--- src/minimux_pkg.sv ---
//----------------------------------------
// Shared types and widths of the 32 channel
// mini-multiplexer board controller
// Imported by every RTL module
//----------------------------------------

package minimux_pkg;

    //----------------------------------------
    // Converter sync
    //----------------------------------------

    // Output behaviour of a sync pin
    typedef enum logic [1:0] {
        sync_clocked = 2'd0,  // Divided clk100
        sync_high_z  = 2'd1,  // Pin released
        sync_fixed_0 = 2'd2,
        sync_fixed_1 = 2'd3
    } sync_mode_t;

    //----------------------------------------
    // Channel mapping
    //----------------------------------------

    localparam int N_SENDERS = 32;

    typedef logic [5:0] muxch_t;   // [5] idle, [4:0] sender 0..31
    typedef logic [4:0] mux_sel_t; // [4] bank (0 = mux 1), [3:0] address

    //----------------------------------------
    // Encoder and status
    //----------------------------------------

    localparam int DEBOUNCE_W = 16;
    localparam int COUNT_W    = 16; // Signed position
    localparam int ERR_W      = 8;  // Saturating
    localparam int N_OVLD     = 4;
    localparam int N_STATUS   = 3;

    // Bit positions in the status word
    typedef enum logic [1:0] {
        st_ovld = 2'd0,
        st_sflt = 2'd1,
        st_inc  = 2'd2
    } status_bit_t;

endpackage

--- src/status_trigger.sv ---
//----------------------------------------
// Overload sync, trigger gating and the
// sticky status bits with acknowledge
//----------------------------------------

`timescale 1ns/1ps

module status_trigger import minimux_pkg::*; (
    input  logic                i_clk100,
    input  logic                pre_reset,
    input  logic                i_init_ready,
    input  logic                i_switching_ready,
    input  logic [N_OVLD-1:0]   i_ovld,        // Bit 0 is OVLD1
    input  logic                i_inc_pulse,
    input  logic                i_status_ack,  // One cycle
    output logic [N_STATUS-1:0] o_status,
    output logic                o_ovld_any     // Red LED
);

    logic [N_OVLD-1:0]   ovld_s1;
    logic [N_OVLD-1:0]   ovld_s2;
    logic                ovld;
    logic                sflt;
    logic                gate;
    logic [N_STATUS-1:0] trig;
    logic [N_STATUS-1:0] trig_q;

    assign ovld = |ovld_s2;
    assign sflt = ovld_s2[1] & ovld_s2[2] & ~ovld_s2[0] & ~ovld_s2[3];  // 2,3 on; 1,4 off
    assign gate = i_init_ready & i_switching_ready;

    always_comb begin
        trig          = '0;
        trig[st_ovld] = gate & ovld & ~sflt;
        trig[st_sflt] = gate & sflt;
        trig[st_inc]  = i_inc_pulse;
    end

    // Sync, trigger register, then sticky bits
    always_ff @(posedge i_clk100 or posedge pre_reset) begin
        if (pre_reset) begin
            ovld_s1  <= '0;
            ovld_s2  <= '0;
            trig_q   <= '0;
            o_status <= '0;
        end else begin
            ovld_s1 <= i_ovld;
            ovld_s2 <= ovld_s1;
            trig_q  <= trig;
            if (i_status_ack)
                o_status <= trig_q;  // Fresh cause beats the ack
            else
                o_status <= o_status | trig_q;
        end
    end

    assign o_ovld_any = ovld;

endmodule

--- config.mk ---
export PLATFORM = sky130hd
export DESIGN_NAME = status_trigger
export DESIGN_NICKNAME = d
export VERILOG_FILES = /design/src/minimux_pkg.sv /design/src/status_trigger.sv
export SDC_FILE = /design/constraint.sdc
export NUM_CORES = 1
export LEC_CHECK = 0
export ABC_AREA = 0
export BUFFER_PORTS_ARGS = -buffer_cell sky130_fd_sc_hd__buf_2
export CAP_MARGIN = 10
export CORE_AREA = 2 2 39 41
export CTS_BUF_LIST = sky130_fd_sc_hd__clkbuf_4 sky130_fd_sc_hd__clkbuf_8
export DETAILED_ROUTE_END_ITERATION = 6
export DIE_AREA = 0 0 41 43
export PLACE_DENSITY = 0.62
export SETUP_SLACK_MARGIN = 0.02
export SKIP_CTS_REPAIR_TIMING = 1
export SYNTH_ARGS = -nofsm -noshare
export SYNTH_HDL_FRONTEND = slang
export SYNTH_SLANG_ARGS = --single-unit
--- constraint.sdc ---
create_clock -name i_clk100 -period 1.91 [get_ports i_clk100]
set_input_delay 0.0955 -clock i_clk100 [delete_from_list [all_inputs] [get_ports i_clk100]]
set_output_delay 0.0955 -clock i_clk100 [all_outputs]
set_load 0.01 [all_outputs]
* Word-level counts from Yosys, hierarchy flattened
Index checks and enable logic that the tools add are counted.
** Word-level totals
- Bits in registers :: 14
- Input port bits :: 10
- Output and inout port bits :: 4
- Word-level logic and storage cells :: 17
** Operators by class
- Multiplexer cells :: 1
- Bitwise gates (word level) :: 11
- Reduce and logical (&&, ||, !) cells :: 1
** Operators with widths (number)
- $and 1x1->1 :: 7
- $reduce_or 4->1 :: 1
- $mux 3 :: 1
- $not 1->1 :: 3
- $or 3x3->3 :: 1

* Depth between registers and ports, before layout
- Depth in word-level cells :: 5
- Depth in mapped cells :: 2
- Gate-level depth less buffers :: 2

* Worst setup path after synthesis
Ideal clock, no wire load.
- Kind :: register -> register
- Start :: reg ovld_s2[1]
- End :: reg trig_q[0]
- Setup time :: 125 ps
- Arrival time :: 590 ps
- Required time :: 1785 ps
- Path slack :: 1195 ps
- Cell stages (with the launch flop) :: 3
- Path buffers :: 0
- Period minus slack after synthesis :: 715 ps
- Path through :: dfrtp_1 > xnor2_1 > a21oi_1
** Between the ends
- Longest elaborated chain between the ends :: 5
- Elaborated cells between the ends (all ways) :: 7
- Those cells by class :: 6 x bitwise; 1 x reduce/logical
** RTL lines
- from (decl) :: line status_trigger.sv:21 : logic [N_OVLD-1:0] ovld_s2;
- from (signal assigned) :: line status_trigger.sv:48 : ovld_s2 <= ovld_s1;
- $and 1x1->1 (3 in series) :: line status_trigger.sv:29 : assign sflt = ovld_s2[1] & ovld_s2[2] & ~ovld_s2[0] & ~ovld_s2[3];
- $not 1->1 :: line status_trigger.sv:34 : trig[st_ovld] = gate & ovld & ~sflt;
- $and 1x1->1 (*) :: line status_trigger.sv:34
- named net trig[0] :: line status_trigger.sv:25 : logic [N_STATUS-1:0] trig;
- to (signal assigned) :: line status_trigger.sv:49 : trig_q <= trig;
- to (decl) :: line status_trigger.sv:26 : logic [N_STATUS-1:0] trig_q;
The timed path passes the listed nets; every way through them passes the cells marked *.

* Final worst setup path
- Start :: reg ovld_s2[3]
- End :: out o_ovld_any
** Between the ends
- Longest elaborated chain between the ends :: 1
** RTL lines
- $reduce_or 4->1 :: line status_trigger.sv:28 : assign ovld = |ovld_s2;
- to (decl) :: line status_trigger.sv:17 : output logic o_ovld_any
Every way passes these cells.

==> run summary <==
The count of buffers added on input and output ports is 13. The via density per instance came out at 4.31. The die outline area is between 1500 and 2000 um^2. The number of sinks on the clock net came out at 14. The power density over the cells is ~880 nW/um^2. Setup repair after global routing left no endpoint under its margin. By area the synthesized netlist is led by sky130_fd_sc_hd__dfrtp_1, sky130_fd_sc_hd__a21o_1, sky130_fd_sc_hd__nand2_1.

The average cell area after synthesis came out at between 15 and 20 um^2. The commonest cells after synthesis are sky130_fd_sc_hd__dfrtp_1, sky130_fd_sc_hd__a21o_1, sky130_fd_sc_hd__nand2_1, sky130_fd_sc_hd__inv_1, sky130_fd_sc_hd__nor2_1. Detailed placement finished with a half-perimeter wire length of ~450 um. The path class of the tightest hold or removal check is input pin to flip-flop. The placement row count is 14. The via total after detailed routing came out at 280.

The static leakage came out at slightly above 0.3 nW. The number of synthesized flops with an enable pin came out at 0. In the synthesized netlist the dominant register cell turns out to be sky130_fd_sc_hd__dfrtp_1. The total overflow left after global routing is 0.

The category of the worst setup path capture point is a primary output. The tree is rooted in a sky130_fd_sc_hd__clkbuf_4. After routing, the total negative slack on setup checks comes to 0 ns.

In this run the count of I/O pins placed on the die edge is 14. The detailed-route wire length is approximately 690 um. The final max-slew violation count came out at 0. The critical path is of the flip-flop to primary output type. Before CTS, the worst setup slack after placement is 1.12 ns.

The top cell type's share of synthesized area came out at 83.6%. The count of routing violations after the opening detailed-route iteration is 0. The CTS buffer count is 3. The post-route minimum period came out at 1.11 ns.

The TritonCTS clock tree is done. The share of final-layout standard cells stronger than drive strength 1 is 32.7%. The area added between synthesis and finish came out at 40.0%.

At the worst endpoint, the required time is about 1.8 ns. For this run, the detailed router's first-pass iteration total came to 1. The net count after synthesis came out at 37.

The clock network latency to the later pin of the worst-skew pair is 0.28 ns. The total setup violations reported at the end of the flow came out at 0. The overall power of the completed layout came out at 0.518 mW. The number of buffers on the longest clock path is 2.

The diode insertion count for antenna repair came out at 0. The mean routed wirelength per cell is 10.6 um. The first-pass GRT wire length came out at 1040 um.

The highest clock rate came out at around 0.90 GHz. The area of the placeable core is ~1400 um^2. After the last flow step, the layout net total stands at 61.

Max-cap violations in this run came to 0. Synthesis produced a netlist whose cell count is 27. By instance count, the leading cell after synthesis is sky130_fd_sc_hd__dfrtp_1. The Yosys warning count is 0.

In the post-route analysis, the smallest setup slack over all paths is 0.804 ns. For the pin with the worst max-slew slack, the measured transition is 0.499 ns. The category of the worst setup path launch point is a flip-flop.

The global router's overall resource usage is 10.7%. After synthesis the netlist holds a flip-flop and latch count of 14. The number of H-tree levels came out at 1. Sequential cells were found to cover 83.6% of the synthesized design area. The initial antenna violation count is 0.

The run finished with clean final reports. The arrival time reported for the critical path endpoint is slightly above 1 ns. The DRC violations left is 0. The y dimension of the die is 43 um. Once the floorplan was initialized, standard cells occupied between 30% and 40% of the core.

The number of global-route vias before repair came to 250. The largest voltage drop on the vdd net came out at 0.385 mV. The post-synthesis cell type with the largest combined area is sky130_fd_sc_hd__dfrtp_1. The maximum number of pins on one net before global-route repair came out at 15. After synthesis, the share of flip-flops with an asynchronous set or reset is 100%. The clock skew came out at 0.00359 ns.

The number of unique standard cell types used by synthesis is 8. The netlist area before placement is 419 um^2. Headroom to the max-slew limit came out at 66.7%. The peak fanout along the critical path came out at 2. The die is 41 um wide.

The number of filler cells placed in the layout is 127. The worst hold margin came out at 0.0567 ns. The final period utilization came out at 57.9%.

At the end of routability-driven placement, the weighted congestion stood at 0.641. The number of hold-slack violations in the final timing report is 0. The clock edge transition at the registers on the reported setup and hold paths came out at roughly 0.080 ns. In this run the remaining antenna-violating nets after routing total 0.
-- cells in the final DEF, fill, tap and decap left out --
cell type	n
sky130_fd_sc_hd__a21o_1	3
sky130_fd_sc_hd__a21oi_1	1
sky130_fd_sc_hd__buf_2	13
sky130_fd_sc_hd__clkbuf_4	3
sky130_fd_sc_hd__dfrtp_1	14
sky130_fd_sc_hd__dlygate4sd3_1	6
sky130_fd_sc_hd__inv_1	2
sky130_fd_sc_hd__nand2_1	3
sky130_fd_sc_hd__nor2_1	2
sky130_fd_sc_hd__nor4_1	1
sky130_fd_sc_hd__xnor2_1	1
-- per-layer routing --
layer	routed length [um]	part of all wire [%]	vias to the layer above	track usage [%]
met2	388	57	13	15.0
li1	-	-	129	-
met1	205	30	133	7.96
met5	0	0	-	0
met4	29	4.2	0	10.0
met3	62	9.0	5	9.42
-- power by group --
group	internal (mW)	total, mW	switching (mW)
logic	0.0228	0.0396	0.0168
registers	0.311	0.318	0.00678
clock network	0.0732	0.161	0.0876
-- state kept, by name, summed over array words and instances (netlist names) --
| signal | cells |
|---|---|
| trig_q | 3 |
| o_status | 3 |
| ovld_s2 | 4 |
| ovld_s1 | 4 |
-- kinds of logic (layout without fill, tap and decap cells) --
family	count (synthesis)	after routing	share of synthesized area (%)
DFF	14	14	83.6
and+or+nand+nor	6	6	5.97
AOI/OAI and AO/OA	4	4	6.57
buffers and inverters	2	24	1.79
xor gates and xnor gates	1	1	2.09
-- worst max-delay path: stages (launching register included) --
cell	delay (ns)
sky130_fd_sc_hd__dfrtp_1	0.40
sky130_fd_sc_hd__nor2_1	0.13
sky130_fd_sc_hd__nand2_1	0.07
sky130_fd_sc_hd__buf_2	0.14
-- stage by stage --
stage	cell area [um^2]	utilization, %	instances
3_3_place_gp	504	36.4	56
5_1_grt	587	42.4	65
3_5_place_dp	504	36.4	56
6_report	587	42.4	65
2_1_floorplan	419	-	27
4_1_cts	527	38.1	59
-- path summary, 6_finish.rpt --
path / from / endpoint / slack, ns / depth (start not counted)
worst max-delay path: ovld_s2[3]$_DFF_PP0_ / o_ovld_any / 0.80 / 3
worst min-delay path: i_switching_ready / trig_q[0]$_DFF_PP0_ / 0.06 / 3
worst max register to register: ovld_s2[1]$_DFF_PP0_ / trig_q[0]$_DFF_PP0_ / 1.15 / 2
worst min register to register: ovld_s1[0]$_DFF_PP0_ / ovld_s2[0]$_DFF_PP0_ / 0.35 / 0
max in group asynchronous: pre_reset / ovld_s2[1]$_DFF_PP0_ / 1.18 / 3
min in group asynchronous: pre_reset / trig_q[1]$_DFF_PP0_ / 0.39 / 3
-- final cells by class --
class | instances | area [um^2] | share of cell area, %
timing repair buffer | 19 | 125 | 21.3
multi-input combinational | 11 | 61.3 | 10.4
tap | 16 | 20.0 | 3.41
inverter | 2 | 7.51 | 1.28
clock buffer | 3 | 22.5 | 3.84
sequential | 14 | 350 | 59.7
Note: power is estimated with default switching activity, not from simulation.
