==> src/minimux_pkg.sv <==
//----------------------------------------
// Shared types and widths of the 32 channel
// mini-multiplexer board controller
// Imported by every RTL module
//----------------------------------------

package minimux_pkg;

    //----------------------------------------
    // Converter sync
    //----------------------------------------

    // Output behaviour of a sync pin
    typedef enum logic [1:0] {
        sync_clocked = 2'd0,  // Divided clk100
        sync_high_z  = 2'd1,  // Pin released
        sync_fixed_0 = 2'd2,
        sync_fixed_1 = 2'd3
    } sync_mode_t;

    //----------------------------------------
    // Channel mapping
    //----------------------------------------

    localparam int N_SENDERS = 32;

    typedef logic [5:0] muxch_t;   // [5] idle, [4:0] sender 0..31
    typedef logic [4:0] mux_sel_t; // [4] bank (0 = mux 1), [3:0] address

    //----------------------------------------
    // Encoder and status
    //----------------------------------------

    localparam int DEBOUNCE_W = 16;
    localparam int COUNT_W    = 16; // Signed position
    localparam int ERR_W      = 8;  // Saturating
    localparam int N_OVLD     = 4;
    localparam int N_STATUS   = 3;

    // Bit positions in the status word
    typedef enum logic [1:0] {
        st_ovld = 2'd0,
        st_sflt = 2'd1,
        st_inc  = 2'd2
    } status_bit_t;

endpackage

==> src/channel_map.sv <==
//----------------------------------------
// Channel number to sender enable and
// P/N receive multiplexer selection
//----------------------------------------

`timescale 1ns/1ps

module channel_map import minimux_pkg::*; (
    input  logic                 i_clk100,
    input  logic                 pre_reset,
    input  logic                 i_init_ready,
    input  muxch_t               i_muxch,
    output logic [N_SENDERS-1:0] o_en_snd,     // One-hot, active high
    output mux_sel_t             o_mux_p,
    output mux_sel_t             o_mux_n,
    output logic                 o_mux_valid   // Selection active
);

    logic       sel_active;
    logic [4:0] snd;

    assign snd        = i_muxch[4:0];
    assign sel_active = i_init_ready && !i_muxch[5];  // Bit 5 = idle

    always_ff @(posedge i_clk100 or posedge pre_reset) begin
        if (pre_reset) begin
            o_en_snd    <= '0;
            o_mux_p     <= '0;
            o_mux_n     <= '0;
            o_mux_valid <= 1'b0;
        end else if (!sel_active) begin
            // Idle: no sender, both muxes off
            o_en_snd    <= '0;
            o_mux_p     <= '0;
            o_mux_n     <= '0;
            o_mux_valid <= 1'b0;
        end else begin
            o_en_snd    <= N_SENDERS'(1) << snd;
            o_mux_p     <= snd;
            o_mux_n     <= snd ^ 5'd16;  // N always on the other bank
            o_mux_valid <= 1'b1;
        end
    end

    // Never two senders at once
    a_one_sender: assert property (@(posedge i_clk100) disable iff (pre_reset)
        $onehot0(o_en_snd));

endmodule

==> config.mk <==
export PLATFORM = sky130hd
export DESIGN_NAME = channel_map
export DESIGN_NICKNAME = d
export VERILOG_FILES = /design/src/minimux_pkg.sv /design/src/channel_map.sv
export SDC_FILE = /design/constraint.sdc
export NUM_CORES = 1
export LEC_CHECK = 0
export ABC_AREA = 1
export BUFFER_PORTS_ARGS = -buffer_cell sky130_fd_sc_hd__buf_4
export CORE_ASPECT_RATIO = 0.9
export CORE_UTILIZATION = 47
export CTS_CLUSTER_DIAMETER = 50
export CTS_CLUSTER_SIZE = 14
export DETAILED_ROUTE_END_ITERATION = 8
export MAX_ROUTING_LAYER = met4
export PLACE_DENSITY = 0.77
export SLEW_MARGIN = 20
export SYNTH_ARGS = -nofsm -noshare
export SYNTH_HDL_FRONTEND = slang
export SYNTH_SLANG_ARGS = --single-unit
==> constraint.sdc <==
create_clock -name i_clk100 -period 1.6 [get_ports i_clk100]
set_clock_uncertainty 0.2 [all_clocks]
set_input_delay 0.16 -clock i_clk100 [delete_from_list [all_inputs] [get_ports i_clk100]]
set_output_delay 0.16 -clock i_clk100 [all_outputs]
set_load 0.01 [all_outputs]
== Word-level counts from Yosys, hierarchy flattened ==
Cells that the tools add are included.

* Shifts and indexed selects: 1
* Mux-type cells: 4
* Bitwise logic cells: 1
* Reduce and logical (&&, ||, !) cells: 2

{| class="wikitable"
|+ Operators by type and width
! cell !! number
|-
| $mux W32 || 1
|-
| $shl A1 B5 Y32 const A || 1
|-
| $mux W5 || 2
|-
| $logic_and A1 B1 Y1 || 1
|-
| $logic_not A1 Y1 || 1
|-
| $mux W1 || 1
|-
| $not A1 Y1 || 1
|}

* Flip-flop bits (word level): 43
* Input bits: 9
* Output and inout port bits: 43
* Logic and storage cells: 12

== Logic depth before layout (Yosys ltp) ==
* Depth after elaboration: 3
* Mapped depth: 5
* Depth with buffers taken out: 4

== Worst setup path before layout ==
OpenSTA, ideal clock, no wires.

* Path type: input to register
* From: input i_muxch[3]
* To: register o_en_snd[3]
* Library setup time: 0.118 ns
* Data arrival time: 0.633 ns
* Slack: 0.649 ns
* Stages on the path: 4
* Path buffers: 1
* Cells stage by stage: buf_4 > clkinv_1 > nand4_1 > nor2_1

* Cells in the longest elaborated chain, start to end: 2

{| class="wikitable"
|+ RTL lines
! what !! RTL line !! RTL
|-
| start, declared || channel_map.sv:12 || <nowiki>input muxch_t i_muxch,</nowiki>
|-
| $shl A1 B5 Y32 || channel_map.sv:38 || <nowiki>o_en_snd <= N_SENDERS'(1) << snd;</nowiki>
|-
| $mux W32 || channel_map.sv:31 || <nowiki>end else if (!sel_active) begin</nowiki>
|-
| end signal, assigned || channel_map.sv:38 ||
|-
| end, declared || channel_map.sv:13 || <nowiki>output logic [N_SENDERS-1:0] o_en_snd,</nowiki>
|}

Every way passes these cells.

== Final worst setup path ==
* From: input i_muxch[5]
* To: register o_mux_valid

* Cells in the longest elaborated chain, start to end: 3

{| class="wikitable"
|+ RTL lines
! what !! RTL line !! RTL
|-
| $logic_not A1 Y1 || channel_map.sv:23 || <nowiki>assign sel_active = i_init_ready && !i_muxch[5];</nowiki>
|-
| $logic_and A1 B1 Y1 || channel_map.sv:23 ||
|-
| net sel_active || channel_map.sv:19 || <nowiki>logic sel_active;</nowiki>
|-
| $mux W1 || channel_map.sv:31 ||
|-
| end signal, assigned || channel_map.sv:30 || <nowiki>o_mux_valid <= 1'b0;</nowiki>
|-
| end signal, assigned || channel_map.sv:36 || <nowiki>o_mux_valid <= 1'b0;</nowiki>
|-
| end signal, assigned || channel_map.sv:41 || <nowiki>o_mux_valid <= 1'b1;</nowiki>
|-
| end, declared || channel_map.sv:16 || <nowiki>output logic o_mux_valid</nowiki>
|}

The timed path passes the listed nets, and every way through them passes these cells.

==> impl_summary.md <==
Timing
The achievable clock frequency is 659 MHz. The headroom to the max-slew limit is 0.690. The final-report hold violation count is 0. The final period demand of the worst path is 1.52 ns. Setup repair after global routing left no endpoint under its margin. The slew at the pin closest to its max-slew limit is 0.465 ns. The total setup violations reported at the end of the flow is 0. In the finished design, the share of the clock period the worst path needs comes to 0.949. The minimum setup slack in the final design is 0.0821 ns.

The max-slew violation count is 0. Summed over all failing endpoints, the final setup total negative slack is 0 ns.

Place
Prior to clock tree synthesis, the placed netlist has a worst setup slack of 0.497 ns. The quantity of I/O buffers inserted on ports is 51. The total placed instance area is 0.00172 mm^2. Once placement completed, the tool counted placed cells totaling 199. After legalization and detailed placement, the total HPWL measured 1870 um.

Routability-driven placement finished with a final weighted congestion of 0.792.

Cells and area
The finished layout cell area is 0.00188 mm^2. The count of placed standard cells in the final layout, fillers left out is 215. In the layout the commonest cells are 52 x sky130_fd_sc_hd__buf_4, 39 x sky130_fd_sc_hd__dfrtp_1, 37 x sky130_fd_sc_hd__nor2_1. The number of antenna diodes in the final layout is 0. Fill cells in the final layout number 226. The share of post-route cells with drive strength above 1 is 0.383. The final core utilization is 0.683.

The area growth from synthesis to final layout is 38.9%. The commonest non-fill, non-tap cell in the layout is sky130_fd_sc_hd__buf_4. The net count of the finished layout is 183.

Route
Summed over all layers, the routed wires come to 2730 um. For this run, design rule violations remaining after detail routing come to 2. The ratio of routed vias to standard cells is 4.58.

The initial DRC count is 13. After detailed routing, the average wire length per cell comes to 12.7 um. The detail route stage leaves a number of antenna-violating nets equal to 0. Summing over every cut layer, the via total after detailed routing is 985. The total iterations of the first detailed-routing run is 6.

Synth
The flip-flop and latch count after synthesis is 39. The number of nets in the synthesized netlist is 124. The Yosys step of the flow raised 0 warnings. The cell taking the most area after synthesis is sky130_fd_sc_hd__dfrtp_1. The netlist area before placement is 0.00135 mm^2. Counting every instance in the synthesized netlist gives 115. The number of distinct standard cells referenced by the synthesized netlist is 12.

Of the post-synthesis cell area, the dominant cell type holds 0.722. The mean area per synthesized cell is 11.8 um^2. After synthesis, the cell types taking the most area are sky130_fd_sc_hd__dfrtp_1 72%, sky130_fd_sc_hd__nor2_1 10%, sky130_fd_sc_hd__nand3_1 4.4%. The part of the Yosys area used for sequential elements is 0.722.

Floorplanning
The area of the placeable core is 0.00275 mm^2. The y dimension of the die is 52.9 um. For this configuration, the core starts out at a cell density of 0.492. The horizontal die dimension is 58.5 um. Row generation in the floorplan step produced 18 rows. The die area is 0.00309 mm^2.

52 I/O pins were placed.

Status
The checks that failed: design-rule violations. The run finished, with violations left.

Critical path
The kind of critical path is in -> reg. STA classifies the critical path endpoint as a flip-flop. The required time of the critical path is 1.68 ns.

Along the worst path, the maximum fanout reaches 4. STA classifies the critical path startpoint as an input pin. The data arrival at the endpoint of the critical path is 1.60 ns.

Global route
The first global-routing pass estimated 4280 um of wire. In the global route stage, met3 resource usage came out at 0.0513. The initial antenna violation count was 0. The total global-route track usage is 0.203. The most congested layer reported by global routing is met2.

For this run the aggregate overflow at the end of global routing stands at 0. Entering global routing, the biggest net connects 40 pins. The number of global-route vias before repair was 932. The met2 track demand over resource in global routing is 0.337. The global routing usage on met1 is 0.235.

Pwr
The worst IR drop on VDD is 0.648 mV. For this design the static power due to leakage is 0.00101 uW. The power per cell area is 912 mW/mm^2.

Clocking
Clock tree synthesis found a total of 39 sinks. Counting the buffers created by CTS gives 5. The clock-pin slew reported for the worst setup and hold paths after clock tree synthesis is 0.10 ns.

The maximum level of the CTS H-tree is 2. TritonCTS built the clock tree. The number of setup buffers added after CTS is 0. The buffer cell driving the clock tree root is sky130_fd_sc_hd__clkbuf_4.

The maximum buffer depth of the clock tree is 2.

Hold path
The path class of the tightest hold or removal check is in -> reg.

Run
The number of max-cap violations is 0.
-- final timing paths --
kind	end	cells past startpoint	slack, ns	startpoint
hold / removal	o_mux_n[3]	5	0.09	i_init_ready
min in group asynchronous	o_en_snd[23]	4	0.28	pre_reset
setup / recovery	o_mux_valid	4	0.08	i_muxch[5]
max in group asynchronous	o_en_snd[9]	4	0.60	pre_reset
-- synth_stat cells --
| master | count |
|---|---|
| sky130_fd_sc_hd__dfrtp_1 | 39 |
| sky130_fd_sc_hd__nor2_1 | 37 |
| sky130_fd_sc_hd__nand3_1 | 12 |
| sky130_fd_sc_hd__buf_4 | 6 |
| sky130_fd_sc_hd__inv_1 | 6 |
| sky130_fd_sc_hd__nand4_1 | 4 |
| sky130_fd_sc_hd__buf_6 | 2 |
| sky130_fd_sc_hd__clkinv_1 | 2 |
| sky130_fd_sc_hd__inv_2 | 2 |
| sky130_fd_sc_hd__nand2_4 | 2 |
| sky130_fd_sc_hd__nor2_2 | 2 |
| sky130_fd_sc_hd__nor2_4 | 1 |
-- metrics by stage --
stage / power [uW] / hold WS (ns)
after CTS: 1720 / 0.0556
after detailed placement: 1150 / 0.104
after global placement: 1140 / 0.0897
after floorplan: 1100 / 0.0457
final: 1710 / 0.0867
after global routing: 1780 / 0.106
-- routing by layer --
layer  share of wire  wire, um
met3           0.041       111
met4           0.015        41
met2            0.53      1450
met1            0.41      1120
met5               0         0
-- registers in the layout, summed over array words and instances (netlist names) --
register / flops
o_en_snd: 32
o_mux_n: 5
o_mux_p: 1
o_mux_valid: 1
-- worst max-delay path, cell delays in order --
cell and delay [ns]:
sky130_fd_sc_hd__dlygate4sd3_1 0.54, sky130_fd_sc_hd__buf_4 0.14, sky130_fd_sc_hd__nor2_4 0.18, sky130_fd_sc_hd__dlygate4sd3_1 0.58
-- area by class of cell --
type | instances | area, um^2 | share of cell area
Clock buffer | 7 | 65.1 | 0.0347
Timing Repair Buffer | 60 | 470 | 0.251
Inverter | 10 | 37.5 | 0.0200
Multi-Input combinational cell | 58 | 270 | 0.144
Sequential cell | 39 | 976 | 0.520
Clock inverter | 1 | 7.51 | 0.00400
Tap cell | 40 | 50.0 | 0.0267
-- cells by family (layout without fill, tap and decap cells) --
kind of cell           Yosys count  in the layout  share of synthesized area
buffers and inverters           18             78                     0.0778
AND/OR/NAND/NOR                 58             58                      0.200
flip-flops                      39             39                      0.722
-- report_power, final --
group	internal [uW]	switching (uW)
clock	257	311
combinational	57.2	86.5
sequential	997	4.29
total	1310	401
-- what timing repair did --
action                                 in CTS  in global routing
gates resized for setup                     0                  0
setup endpoints to repair                   0                  0
hold buffers                                8                  0
endpoints found under the hold margin      77                  0
No activity file was read; power rests on OpenSTA's default activity.
