<file path="config.mk">
export PLATFORM = sky130hd
export DESIGN_NAME = quad_decoder
export DESIGN_NICKNAME = d
export VERILOG_FILES = /design/src/minimux_pkg.sv /design/src/quad_decoder.sv
export SDC_FILE = /design/constraint.sdc
export NUM_CORES = 1
export LEC_CHECK = 0
export ABC_AREA = 1
export BUFFER_PORTS_ARGS = -buffer_cell sky130_fd_sc_hd__buf_2
export CAP_MARGIN = 30
export CORE_MARGIN = 5
export CORE_UTILIZATION = 40
export DETAILED_ROUTE_END_ITERATION = 10
export MAX_ROUTING_LAYER = met4
export PLACE_DENSITY = 0.58
export SLEW_MARGIN = 20
export SYNTH_ARGS = -nofsm -noshare
export SYNTH_HDL_FRONTEND = slang
export SYNTH_SLANG_ARGS = --single-unit
export TNS_END_PERCENT = 100
</file>
<file path="constraint.sdc">
create_clock -name i_clk100 -period 2.3 [get_ports i_clk100]
set_input_delay 0.115 -clock i_clk100 [delete_from_list [all_inputs] [get_ports i_clk100]]
set_output_delay 0.115 -clock i_clk100 [all_outputs]
set_load 0.02 [all_outputs]
</file>
<file path="src/minimux_pkg.sv">
//----------------------------------------
// Shared types and widths of the 32 channel
// mini-multiplexer board controller
// Imported by every RTL module
//----------------------------------------

package minimux_pkg;

    //----------------------------------------
    // Converter sync
    //----------------------------------------

    // Output behaviour of a sync pin
    typedef enum logic [1:0] {
        sync_clocked = 2'd0,  // Divided clk100
        sync_high_z  = 2'd1,  // Pin released
        sync_fixed_0 = 2'd2,
        sync_fixed_1 = 2'd3
    } sync_mode_t;

    //----------------------------------------
    // Channel mapping
    //----------------------------------------

    localparam int N_SENDERS = 32;

    typedef logic [5:0] muxch_t;   // [5] idle, [4:0] sender 0..31
    typedef logic [4:0] mux_sel_t; // [4] bank (0 = mux 1), [3:0] address

    //----------------------------------------
    // Encoder and status
    //----------------------------------------

    localparam int DEBOUNCE_W = 16;
    localparam int COUNT_W    = 16; // Signed position
    localparam int ERR_W      = 8;  // Saturating
    localparam int N_OVLD     = 4;
    localparam int N_STATUS   = 3;

    // Bit positions in the status word
    typedef enum logic [1:0] {
        st_ovld = 2'd0,
        st_sflt = 2'd1,
        st_inc  = 2'd2
    } status_bit_t;

endpackage

</file>
<file path="src/quad_decoder.sv">
//----------------------------------------
// 4x quadrature decoder with inc/dec/zero
// pulses, position and error counters
//----------------------------------------

`timescale 1ns/1ps

module quad_decoder import minimux_pkg::*; (
    input  logic                      i_clk100,
    input  logic                      pre_reset,
    input  logic                      i_a,
    input  logic                      i_b,
    input  logic                      i_n,
    output logic                      o_inc_pulse,
    output logic                      o_dec_pulse,
    output logic                      o_zero_pulse,
    output logic signed [COUNT_W-1:0] o_counter_ab,
    output logic signed [COUNT_W-1:0] o_counter_at_zero,  // Position at last zero
    output logic [ERR_W-1:0]          o_counter_err
);

    logic [1:0] ab;
    logic [1:0] ab_q;   // Previous A/B
    logic       n_q;
    logic       step_up;
    logic       step_dn;
    logic       step_err;

    assign ab = {i_a, i_b};

    // Gray steps, A leads B counts up
    always_comb begin
        step_up = 1'b0;
        step_dn = 1'b0;
        case ({ab_q, ab})
            4'b00_10, 4'b10_11, 4'b11_01, 4'b01_00: step_up = 1'b1;
            4'b00_01, 4'b01_11, 4'b11_10, 4'b10_00: step_dn = 1'b1;
            default: ;  // No change or error
        endcase
    end

    assign step_err = (ab_q[1] != ab[1]) && (ab_q[0] != ab[0]);  // Both moved

    always_ff @(posedge i_clk100 or posedge pre_reset) begin
        if (pre_reset) begin
            ab_q              <= 2'b00;
            n_q               <= 1'b0;
            o_inc_pulse       <= 1'b0;
            o_dec_pulse       <= 1'b0;
            o_zero_pulse      <= 1'b0;
            o_counter_ab      <= '0;
            o_counter_at_zero <= '0;
            o_counter_err     <= '0;
        end else begin
            ab_q         <= ab;
            n_q          <= i_n;
            o_inc_pulse  <= step_up;
            o_dec_pulse  <= step_dn;
            o_zero_pulse <= i_n && !n_q;

            if (step_up)
                o_counter_ab <= o_counter_ab + COUNT_W'(1);
            else if (step_dn)
                o_counter_ab <= o_counter_ab - COUNT_W'(1);

            if (step_err && o_counter_err != '1)
                o_counter_err <= o_counter_err + 1'b1;  // Saturate

            if (i_n && !n_q)
                o_counter_at_zero <= o_counter_ab;  // Latch on zero edge
        end
    end

    a_inc_dec_excl: assert property (@(posedge i_clk100) disable iff (pre_reset)
        !(o_inc_pulse && o_dec_pulse));

endmodule

</file>
# After elaboration in Yosys (flattened, before gate mapping)
# Index checks and enable logic that the tools add are counted.
# word_totals
regBits,46
latch_bits,0
ram_bits,0
mem_bits_ro,0
input_bits,5
wordCells,33
memories,0
# op_classes
add_sub_neg,3
mul,0
n_div,0
n_lt_le_gt_ge,0
eq_ne,11
n_shift,0
muxes,4
n_bitwise,0
reduce_logical,7
# ops
op,n
16-bit two-way mux,2
16-bit by 2-bit adder with 16-bit output (second input constant),1
4-bit equality test (second input constant),4
16-bit by 2-bit subtractor with 16-bit output (second input constant),1
8-bit by 1-bit adder with 8-bit output (second input constant),1
4-bit by 3-bit equality test with 1-bit output (second input constant),2
8-bit != test (second input constant),1
4-bit OR reduction,2
4-bit by 1-bit equality test with 1-bit output (second input constant),1
4-bit by 2-bit equality test with 1-bit output (second input constant),1
1-bit logical AND,3
1-bit two-way mux,2
1-bit != test,2
2-bit nonzero test,1
1-bit zero test,1

# Logic depth before layout (Yosys ltp)
# depth
word_depth,5
depth_mapped,15

# Least setup slack after synthesis
# Ideal clock, no wire load.
# synth_timing
path_type,reg2reg
from,register ab_q[1]
to,register o_counter_ab[7]
t_arrival_ns,1.838
required_time_ns,2.179
path_slack_ns,0.341
path_stages_with_launch,13
path_buffers,0
path_cell_list,dfrtp_1 > inv_1 > nand2_1 > nand2_1 > nand2_2 > ha_1 > nand2_1 > inv_1 > a21oi_1 > nand2_1 > or2_1 > nand3_1 > o21ai_1
# synth_via
elab_chain_len,4
# synth_rtl
element,line_no,text
"start, declared",quad_decoder.sv:23,logic [1:0] ab_q;
"start signal, assigned",quad_decoder.sv:46,ab_q <= 2'b00;
"start signal, assigned",quad_decoder.sv:55,ab_q <= ab;
"4-bit by 2-bit equality test with 1-bit output, or another cell as far along",quad_decoder.sv:35,"case ({ab_q, ab})"
4-bit OR reduction,quad_decoder.sv:35,
1-bit two-way mux,quad_decoder.sv:35,
16-bit two-way mux or 2-bit nonzero test (tied branches),n/a,
"end signal, assigned",quad_decoder.sv:62,o_counter_ab <= o_counter_ab + COUNT_W'(1);
"end signal, assigned",quad_decoder.sv:64,o_counter_ab <= o_counter_ab - COUNT_W'(1);
"end, declared",quad_decoder.sv:17,"output logic signed [COUNT_W-1:0] o_counter_ab,"
# Parallel ways exist; a longest one is shown, timed or not.
# A chain may end at the register's enable or synchronous reset.

# Worst setup path in the final report
# layout_timing
from,input i_a
to,register o_counter_ab[5]
# layout_via
elab_chain_len,4
# layout_rtl
element,line_no,text
"start, declared",quad_decoder.sv:11,"input logic i_a,"
"4-bit by 2-bit equality test with 1-bit output, or another cell as far along",quad_decoder.sv:35,
4-bit OR reduction,quad_decoder.sv:35,
1-bit two-way mux,quad_decoder.sv:35,
16-bit two-way mux or 2-bit nonzero test (tied branches),n/a,
# Parallel ways exist; a longest one is shown, timed or not.

==> metrics.cfg <==
[layout]
fillers=687
drive_gt1_share_pct=23.8
antenna_cells=0
final_util_pct=50.0
seq_area_sq_um=1150
nNetsFinal=452
layout_common_cells=136 x nand2_1, 57 x inv_1, 47 x buf_2
area_growth_pct=22.3
final_common_cell=nand2_1
multiInputGateArea_sq_um=1470

[routing]
drc_errors=0
drtPass1Iterations=4
antenna_left=0
drt_iter0_drc=81
viasPerCell=4.73
wl_per_cell_microns=12.6
vias=2421
finalWirelength_microns=6430

[power]
peakVddDrop_mv=0.593
power.internal_mw=2.41
powerDensity_nw_per_um2=1400
seqPwrFrac_pct=30.0
p_total_mw=4.73
p_sw_mw=2.33
swShare_pct=49.2
combPwrFrac_pct=59.3
cellLeakagePower_nw=1.88
clock_power_share_pct=10.7

[placement]
io_buffers=47
hpwl_microns=4890
place_congestion=0.890

[global_route]
antenna_found_initial=0
grt_max_degree=25
grt_remaining_overflow=0
grt_pass1_vias=2255
gr-usage-all-layers_pct=15.9
grt_pass1_wl_microns=10800

[floorplanning]
ios=48
die_w_microns=93.1
die_area_sq_um=8660
start_util_pct=40.9
coreArea_sq_um=6760
rows=30
fp.dieH_microns=93.1

[timing]
finalSetupTns_ns=0
fin_worst_skew_ns=0.00583
worst_pin_slew_ns=0.709
hold_viol=0
max-slew-margin-rel_pct=52.7
slew_violations=0
max_freq_mhz=468
fin_crit_sh_pct=93.0
fin_crit_ns=2.14
rsz0062_at_grt=no
setup_viol=0

[setup_path]
crit_path_start_kind=input port
crit_type=input port to register
required_ns=2.49
worst_ep_arrival_time_ns=2.33
rrSetupSlack_ns=0.23
path_max_fanout=17
crit_path_end_kind=register

[worst_hold_path]
min_path_type=input port to async pin

[logic_synthesis]
netlist_instances=371
ys_warn_count=0
yosys_most_used_dff=dfrtp_1
synth_nets=392
yosysSeqAreaShare_pct=41.7
synthArstFlopShare_pct=100
synth_edf_count=0
synthesis.area_sq_um=2760
ys_ff_latch=46
synth_area_per_cell_sq_um=7.44
synth.distinct_cells=35

[run]
maxCapViolCount=0

[clock_tree]
cts_buffers=5
insertion_delay_ns=0.30
clock_sinks=46
tritoncts=done
clk_pin_slew_ns=0.09
cts_root_buffer=clkbuf_8
cts_buffer_depth=2
cts-htree-levels=2

[status]
status=finished, final reports clean

==> flip-flops by register name (all words and copies together) (netlist names) <==
register,cells
n_q,1
o_dec_pulse,1
o_zero_pulse,1
o_counter_ab,16
ab_q,2
o_counter_err,8
o_counter_at_zero,16
o_inc_pulse,1
==> power by group through the flow <==
stage	combinational, mW	sequential [mW]	clock (mW)
final	2.81	1.42	0.507
after global routing	3.16	1.48	0.569
after CTS	2.62	1.40	0.537
after detailed placement	2.60	1.41	0
after global placement	2.57	1.41	0
after floorplan	1.56	1.72	0
==> worst max-delay path, stage by stage <==
cell and delay, ns:
dlygate4sd3_1 0.54, buf_2 0.14, inv_1 0.06, nand2_1 0.06, nand2_2 0.09, nand2_2 0.08, buf_12 0.17, ha_1 0.32
nand2_1 0.10, inv_1 0.04, nand3_1 0.09, nand2_2 0.10, or2_2 0.28, nand3_1 0.07, o21ai_1 0.07
==> cell families after synthesis <==
group,count (synthesis),synth area share (%)
fa+ha+maj,16,7.52
simple gates,207,32.3
flops,46,41.7
compound gates,28,5.67
xor+xnor,10,3.45
buf+inv,64,9.38
==> synthesized netlist by cell type, types with 2 or more instances <==
cell type,n,share of area [%]
nand2_1,143,19
inv_1,58,7.9
dfrtp_1,46,42
nand3_1,25,4.5
ha_1,15,6.8
nor2_1,15,2.0
o21ai_0,8,1.5
o21ai_1,8,1.5
a21oi_1,7,1.3
xnor2_1,7,2.2
nand2_2,5,1.1
nand4_1,4,0.91
and2_1,2,0.45
buf_6,2,0.82
nand2_4,2,0.82
nand3b_1,2,0.54
or2_1,2,0.45
or2_2,2,0.45
xor2_1,2,0.63
==> metal layers <==
layer / vias to the layer above / GRT usage [%] / wire length (microns)
met5: - / - / 0
met4: 0 / 5.74 / 72
met3: 6 / 2.74 / 238
met2: 41 / 25.0 / 3010
met1: 1107 / 20.8 / 3110
li1: 1267 / - / -
==> worst paths after layout <==
kind / startpoint / to / depth (start not counted)
min reg2reg: o_counter_at_zero[10]$_DFFE_PP0P_ / o_counter_at_zero[10]$_DFFE_PP0P_ / 2
min: pre_reset / o_dec_pulse$_DFF_PP0_ / 3
max reg2reg: ab_q[1]$_DFF_PP0_ / o_counter_ab[5]$_DFFE_PP0P_ / 13
max in group asynchronous: pre_reset / o_counter_at_zero[11]$_DFFE_PP0P_ / 4
max: i_a / o_counter_ab[5]$_DFFE_PP0P_ / 15
min in group i_clk100: o_counter_at_zero[10]$_DFFE_PP0P_ / o_counter_at_zero[10]$_DFFE_PP0P_ / 2
==> final cells by class <==
type | instances | area share [%]
Tap cell | 80 | 2.97
Clock buffer | 5 | 2.04
Clock inverter | 3 | 0.630
Multi-Input combinational cell | 261 | 43.7
Timing Repair Buffer | 57 | 9.86
Sequential cell | 46 | 34.1
Inverter | 60 | 6.75
==> metrics by stage <==
step	hold slack [ns]	instances	cell area (sq um)	setup slack [ns]
final	0.284	512	3380	0.162
after CTS	0.280	510	3240	0.0681
after global routing	0.292	512	3380	0.0111
after detailed placement	0.0719	498	3110	0.171
after floorplan	0.146	371	2760	0.341
after global placement	0.0706	498	3110	0.213
==> repair_timing <==
item	CTS	global route
endpoints found under the setup margin	0	9
buffers inserted	0	2
gates resized for setup	0	27
hold endpoints to repair	14	0
hold buffers	4	0
Power figures use the tool's default switching activity.
