===== config.mk =====
export PLATFORM = sky130hd
export DESIGN_NAME = power_control
export DESIGN_NICKNAME = d
export VERILOG_FILES = /design/src/minimux_pkg.sv /design/src/power_control.sv
export SDC_FILE = /design/constraint.sdc
export NUM_CORES = 1
export LEC_CHECK = 0
export BUFFER_PORTS_ARGS = -buffer_cell sky130_fd_sc_hd__buf_2
export CAP_MARGIN = 20
export CORE_ASPECT_RATIO = 0.7
export CORE_MARGIN = 2
export CORE_UTILIZATION = 45
export DETAILED_ROUTE_END_ITERATION = 8
export PLACE_DENSITY_LB_ADDON = 0.3
export SLEW_MARGIN = 20
export SYNTH_ARGS = -nofsm -noshare
export SYNTH_HDL_FRONTEND = slang
export SYNTH_SLANG_ARGS = --single-unit

===== constraint.sdc =====
create_clock -name i_clk100 -period 2.3 [get_ports i_clk100]
set_input_delay 0.23 -clock i_clk100 [delete_from_list [all_inputs] [get_ports i_clk100]]
set_output_delay 0.23 -clock i_clk100 [all_outputs]
set_load 0.01 [all_outputs]

===== src/minimux_pkg.sv =====
//----------------------------------------
// Shared types and widths of the 32 channel
// mini-multiplexer board controller
// Imported by every RTL module
//----------------------------------------

package minimux_pkg;

    //----------------------------------------
    // Converter sync
    //----------------------------------------

    // Output behaviour of a sync pin
    typedef enum logic [1:0] {
        sync_clocked = 2'd0,  // Divided clk100
        sync_high_z  = 2'd1,  // Pin released
        sync_fixed_0 = 2'd2,
        sync_fixed_1 = 2'd3
    } sync_mode_t;

    //----------------------------------------
    // Channel mapping
    //----------------------------------------

    localparam int N_SENDERS = 32;

    typedef logic [5:0] muxch_t;   // [5] idle, [4:0] sender 0..31
    typedef logic [4:0] mux_sel_t; // [4] bank (0 = mux 1), [3:0] address

    //----------------------------------------
    // Encoder and status
    //----------------------------------------

    localparam int DEBOUNCE_W = 16;
    localparam int COUNT_W    = 16; // Signed position
    localparam int ERR_W      = 8;  // Saturating
    localparam int N_OVLD     = 4;
    localparam int N_STATUS   = 3;

    // Bit positions in the status word
    typedef enum logic [1:0] {
        st_ovld = 2'd0,
        st_sflt = 2'd1,
        st_inc  = 2'd2
    } status_bit_t;

endpackage


===== src/power_control.sv =====
//----------------------------------------
// Power-up time base, converter enable,
// ready flag and converter sync outputs
//----------------------------------------

`timescale 1ns/1ps

module power_control import minimux_pkg::*; #(
    parameter int CLKS_PER_MS      = 100000,
    parameter int MS_PER_S         = 1000,
    parameter int SYNC_HALF_PERIOD = 25
) (
    input  logic       i_clk100,
    input  logic       pre_reset,
    output logic       o_conv_en,      // 6 V converters on
    output logic       o_init_ready,   // System ready
    output logic       o_seconds_lsb,  // Blue LED blink
    input  sync_mode_t i_v3_sync_mode,
    input  sync_mode_t i_v6_sync_mode,
    output logic       o_v3_sync,
    output logic       o_v6_sync
);

    localparam int CLK_W  = $clog2(CLKS_PER_MS + 1);
    localparam int MS_W   = $clog2(MS_PER_S + 1);
    localparam int SYNC_W = $clog2(SYNC_HALF_PERIOD + 1);

    logic [CLK_W-1:0]  cnt_clk;   // Cycles within a ms
    logic [MS_W-1:0]   cnt_ms;    // ms within a second
    logic [2:0]        cnt_s;     // Seconds, wraps
    logic              ms_tick;
    logic              s_tick;
    logic [SYNC_W-1:0] cnt_sync;
    logic              sync_clk;

    // Pin level for one sync mode
    function automatic logic sync_pin(input sync_mode_t mode, input logic clk_div);
        logic pin;
        unique case (mode)
            sync_clocked: pin = clk_div;
            sync_high_z:  pin = 1'bz;
            sync_fixed_0: pin = 1'b0;
            sync_fixed_1: pin = 1'b1;
        endcase
        return pin;
    endfunction

    //----------------------------------------
    // Time base
    //----------------------------------------

    assign ms_tick = (cnt_clk == CLK_W'(CLKS_PER_MS - 1));
    assign s_tick  = ms_tick && (cnt_ms == MS_W'(MS_PER_S - 1));

    always_ff @(posedge i_clk100 or posedge pre_reset) begin
        if (pre_reset) begin
            cnt_clk <= '0;
            cnt_ms  <= '0;
            cnt_s   <= '0;
        end else begin
            cnt_clk <= ms_tick ? '0 : cnt_clk + 1'b1;
            if (s_tick) begin
                cnt_ms <= '0;
                cnt_s  <= cnt_s + 1'b1;
            end else if (ms_tick) begin
                cnt_ms <= cnt_ms + 1'b1;
            end
        end
    end

    // Set on the edge that enters second 1 / second 2, sticky afterwards
    always_ff @(posedge i_clk100 or posedge pre_reset) begin
        if (pre_reset) begin
            o_conv_en    <= 1'b0;
            o_init_ready <= 1'b0;
        end else begin
            if (s_tick && cnt_s == 3'd0) o_conv_en <= 1'b1;
            if (s_tick && cnt_s == 3'd1) o_init_ready <= 1'b1;
        end
    end

    assign o_seconds_lsb = cnt_s[0];

    //----------------------------------------
    // Sync clock divider
    //----------------------------------------

    always_ff @(posedge i_clk100 or posedge pre_reset) begin
        if (pre_reset) begin
            cnt_sync <= '0;
            sync_clk <= 1'b0;
        end else if (cnt_sync == SYNC_W'(SYNC_HALF_PERIOD - 1)) begin
            cnt_sync <= '0;
            sync_clk <= ~sync_clk;  // Half period done
        end else begin
            cnt_sync <= cnt_sync + 1'b1;
        end
    end

    // Mode select is combinational
    always_comb begin
        o_v3_sync = sync_pin(i_v3_sync_mode, sync_clk);
        o_v6_sync = sync_pin(i_v6_sync_mode, sync_clk);
    end

    // Ready must come after the converters are up
    a_ready_after_conv: assert property (@(posedge i_clk100) disable iff (pre_reset)
        $rose(o_init_ready) |-> $past(o_conv_en));

endmodule


After elaboration in Yosys (flattened, before gate mapping)
Cells that the tools add are included.

word-level totals
  flip-flop bits (word level) = 38
  input port bits = 6
  output and inout port bits = 5

cells by class
  add/subtract/negate cells = 4
  equal/unequal tests = 10
  mux-type cells = 6
  bitwise gates (word level) = 1
  reductions and logical operators = 7

operators by type and width
  operator                                       count
  2-to-1 mux 10 bit                              2
  adder 17 x 1 -> 17 bit, second input constant  1
  == test 17 bit, second input constant          1
  2-to-1 mux 17 bit                              1
  adder 10 x 1 -> 10 bit, second input constant  1
  == test 10 bit, second input constant          1
  == test 2 bit, second input constant           4
  case mux 1 bit (4 select lines)                2
  adder 5 x 1 -> 5 bit, second input constant    1
  == test 5 bit, second input constant           1
  2-to-1 mux 5 bit                               1
  == test 2 x 1 -> 1 bit, second input constant  2
  zero test 2 bit                                2
  adder 3 x 1 -> 3 bit, second input constant    1
  == test 3 x 1 -> 1 bit, second input constant  1
  logical AND 1 bit                              3
  zero test 3 bit                                1
  nonzero test 2 bit                             1
  NOT 1 bit                                      1

Depth between registers and ports, before layout
  depth after elaboration = 3
  mapped depth = 7
  depth with buffers taken out = 5

Worst setup path after synthesis
No wires, ideal clock.

  path type = flip-flop to flip-flop
  start point = register cnt_clk[0]
  end point = register cnt_ms[3]
  library setup time = 0.125 ns
  arrival time = 1.846 ns
  required time = 2.175 ns
  path slack = 0.329 ns
  cell stages (with the launch flop) = 8
  clock period less this slack = 1.971 ns
  cells stage by stage = dfrtp_1 > ha_1 > buf_6 > nand2_4 > or4b_4 > buf_6 > nor3_2 > mux2_2

between the ends
  longest elaborated chain between the ends = 3

ends and longest elaborated chain
  item                                                            line                 RTL
  from (decl)                                                     power_control.sv:28  logic [CLK_W-1:0] cnt_clk;
  from (signal assigned)                                          power_control.sv:61  cnt_clk <= ms_tick ? '0 : cnt_clk + 1'b1;
  == test 17 bit (*)                                              power_control.sv:52  assign ms_tick = (cnt_clk == CLK_W'(CLKS_PER_MS - 1));
  logical AND 1 bit                                               power_control.sv:53  assign s_tick = ms_tick && (cnt_ms == MS_W'(MS_PER_S - 1));
  2-to-1 mux 10 bit / nonzero test 2 bit (equally long branches)  n/a
  to (signal assigned)                                            power_control.sv:66  cnt_ms <= cnt_ms + 1'b1;
  to (decl)                                                       power_control.sv:29  logic [MS_W-1:0] cnt_ms;

Mark *: on every way between the ends. The rest lies on a longest branch, timed or not.
A chain may end at the register's enable or synchronous reset.

Worst setup path after layout
Ends and elaborated chain as after synthesis.

==> results.yml <==
placement:
  port_buffers: 10
  place_area_mm2: 0.00209
  place.gp.congestion: 0.888
  hpwlAfterDp_um: 2650
clock_tree:
  cts_root_buf: "clkbuf_8"
  cts_buffer_depth: 2
  postCtsSetupBuffers: 0
  cts_sinks: 38
  numCtsBuffers: 5
  cts_tree: "built"
  clk_pin_slew_worst_paths_ns: 0.07
  clk_latency_ns: 0.29
  htree_levels: 2
  cts-resized-gates: 0
flow_run:
  maxCapViolations: 0
logic_synthesis:
  synth.area.top_cells: "dfrtp_1, ha_1, xnor2_1"
  synth_ff_type: "dfrtp_1"
  ys_seq_elements: 38
  netlist_instances: 183
  synth_top_area_share_pct: 47.8
  synthesis.nets: 196
  synthArstFlopShare_pct: 100
  syn_area_mm2: 0.00199
  avgSynthCellArea_um2: 10.9
  yosysTopAreaCell: "dfrtp_1"
  yosysWarnings: 0
  netlist-cell-type-count: 47
  synth_seq_area_share_pct: 47.8
  synth-edff-count: 0
routing:
  ant_nets: 0
  first_pass_iters: 4
  drt_wl_total_um: 3670
  drcViolationCount: 0
  initialDrtViolationCount: 86
  vias_per_cell: 5.60
  via_count: 1422
  avgRoutedWirePerCell_um: 14.4
setup_path:
  slowest_delay_ns: 0.62
  worst_ep_arrival_time_ns: 2.33
  r2r_slack_ns: 0.15
  crit_chain: "ha_1 -> nand2_4 -> or4b_4 -> nor3_2 -> mux2_2"
  slowest_stage: "or4b_4"
  worstPathRequired_ns: 2.47
  criticalPathCategory: "reg -> reg"
  start_kind: "register"
  cp-end-kind: "register"
  worstPathMaxFanout: 9
power:
  swShare_pct: 20.7
  p_leak_nw: 0.991
  p_sw_mw: 0.239
  peakVddDrop_mv: 0.479
  clkPwrFrac_pct: 40.2
  p_seq_share_pct: 57.7
  pwr-share-comb_pct: 2.1
  p_per_area_mw_per_mm2: 527
  power_mw: 1.16
  intPower_mw: 0.918
global_route:
  track_usage_pct: 16.8
  grt_pass1_wl_um: 6550
  grt_pass1_vias: 1436
  antenna_found_initial: 0
  grt_overflow: 0
  grt_max_degree: 29
cells_and_area:
  areaGrowthSynthToFinish_pct: 10.2
  postLayoutCellArea_mm2: 0.00219
  postLayoutCoreUtil_pct: 51.0
  num_antenna_cells: 0
  fill_cells: 386
  drive_gt1_share_pct: 16.6
  finalNetCount: 211
timing:
  hold_viol: 0
  skew_ns: 0.00251
  tightest_slew_ns: 0.488
  relSlewSlack_pct: 67.2
  drv_slew: 0
  max_freq_mhz: 465
  setup_tns_ns: 0
  hold_slack_ns: 0.459
  period_minus_slack_ns: 2.15
  rsz0062_at_grt: "no"
  setup_viol: 0
  finalCritPeriodShare_pct: 93.6
die:
  ios: 11
  start_util_pct: 46.2
  core_mm2: 0.00430
  die_area_mm2: 0.00498
  die_x_um: 83.5
  die_h_um: 59.6
  placementRows: 20
run_status:
  outcome: "finished, final reports clean"
min_path:
  hp-class: "in -> async"
## state kept, by name, indices dropped and copies added (netlist names)
signal / count
cnt_clk: 17
cnt_ms: 10
cnt_s: 3
cnt_sync: 5
o_conv_en: 1
o_init_ready: 1
sync_clk: 1
## critical path: cells and delay by family, from the launching register on
family        cells  cell delay, ns
fa+ha+maj         1            0.36
simple gates      3            0.94
mux               1            0.34
flops             1            0.39
## routing by layer
metal | GRT usage (%) | part of all wire, % | vias to the layer above | wire [um]
met5 | 0 | 0 | - | 0
met4 | 4.84 | 1.1 | 0 | 39
met3 | 4.87 | 4.7 | 5 | 172
met2 | 25.9 | 42 | 34 | 1540
met1 | 23.3 | 52 | 698 | 1920
li1 | - | - | 685 | -
## cell usage in the layout (no fill, tap or decap), types with 2 or more instances in the layout
master    instances
a211oi_1          2
nor2_1           12
o21ai_0           5
ha_1              7
a21oi_1           2
xor2_1            9
buf_2            10
nor4_1            2
dfrtp_1          38
or4_1             2
inv_1             8
nor3b_1           2
nand3_1          13
mux2i_1           3
and2_1            2
a31o_1            2
nand4_1          10
and4_1            2
nor2b_1           2
buf_4             4
clkbuf_8          6
xnor2_1          10
o31ai_1           2
mux2_2            3
nand2_1          10
and3_1            8
## stage by stage
step	std cells	setup slack, ns
after detailed placement	245	0.165
after global routing	254	0.0475
after CTS	254	0.152
final	254	0.148
after floorplan	183	0.329
after global placement	245	0.224
## cells in the mapped netlist (5+ instances only)
cell / n
xor2_1: 9
and3_1: 8
ha_1: 7
inv_1: 8
nor2_1: 12
o21ai_0: 5
nand4_1: 10
xnor2_1: 10
nand2_1: 10
nand3_1: 13
dfrtp_1: 38
## logic make-up after synthesis
| logic type | count (synthesis) | synth area share, % |
|---|---|---|
| buffers and inverters | 15 | 3.83 |
| and+or+nand+nor | 75 | 23.7 |
| xor gates and xnor gates | 19 | 8.36 |
| DFF | 38 | 47.8 |
| muxes | 7 | 3.77 |
| AOI/OAI and AO/OA | 22 | 8.17 |
| adders and majority gates | 7 | 4.40 |
## layout make-up
class                      count  area (um^2)  share of cell area, %
multi-input combinational    130          963                   43.9
sequential                    38          951                   43.3
timing repair buffer          15         90.1                   4.10
clock buffer                   7         86.3                   3.93
tap                           55         68.8                   3.14
inverter                       8         30.0                   1.37
clock inverter                 1         5.00                  0.228
## final timing paths
check / from / endpoint / cells past startpoint
setup reg to reg: cnt_clk[0] / cnt_ms[3] / 5
max in group asynchronous: pre_reset / cnt_s[2] / 4
min in group i_clk100: o_conv_en / o_conv_en / 1
hold / removal: pre_reset / cnt_ms[6] / 3
hold reg to reg: o_conv_en / o_conv_en / 1
setup / recovery: cnt_clk[0] / cnt_ms[3] / 5
## power groups by stage
stage	sequential, mW	clock, mW	combinational [mW]
3_3_place_gp	0.681	0	0.0234
3_5_place_dp	0.681	0	0.0242
6_report	0.668	0.465	0.0239
5_1_grt	0.667	0.514	0.0282
4_1_cts	0.668	0.483	0.0257
2_1_floorplan	0.681	0	0.0132
## repair_timing
action	CTS	global route
endpoints found under the hold margin	10	0
endpoints found under the setup margin	0	0
hold buffers	1	0
Power figures use the tool's default switching activity.
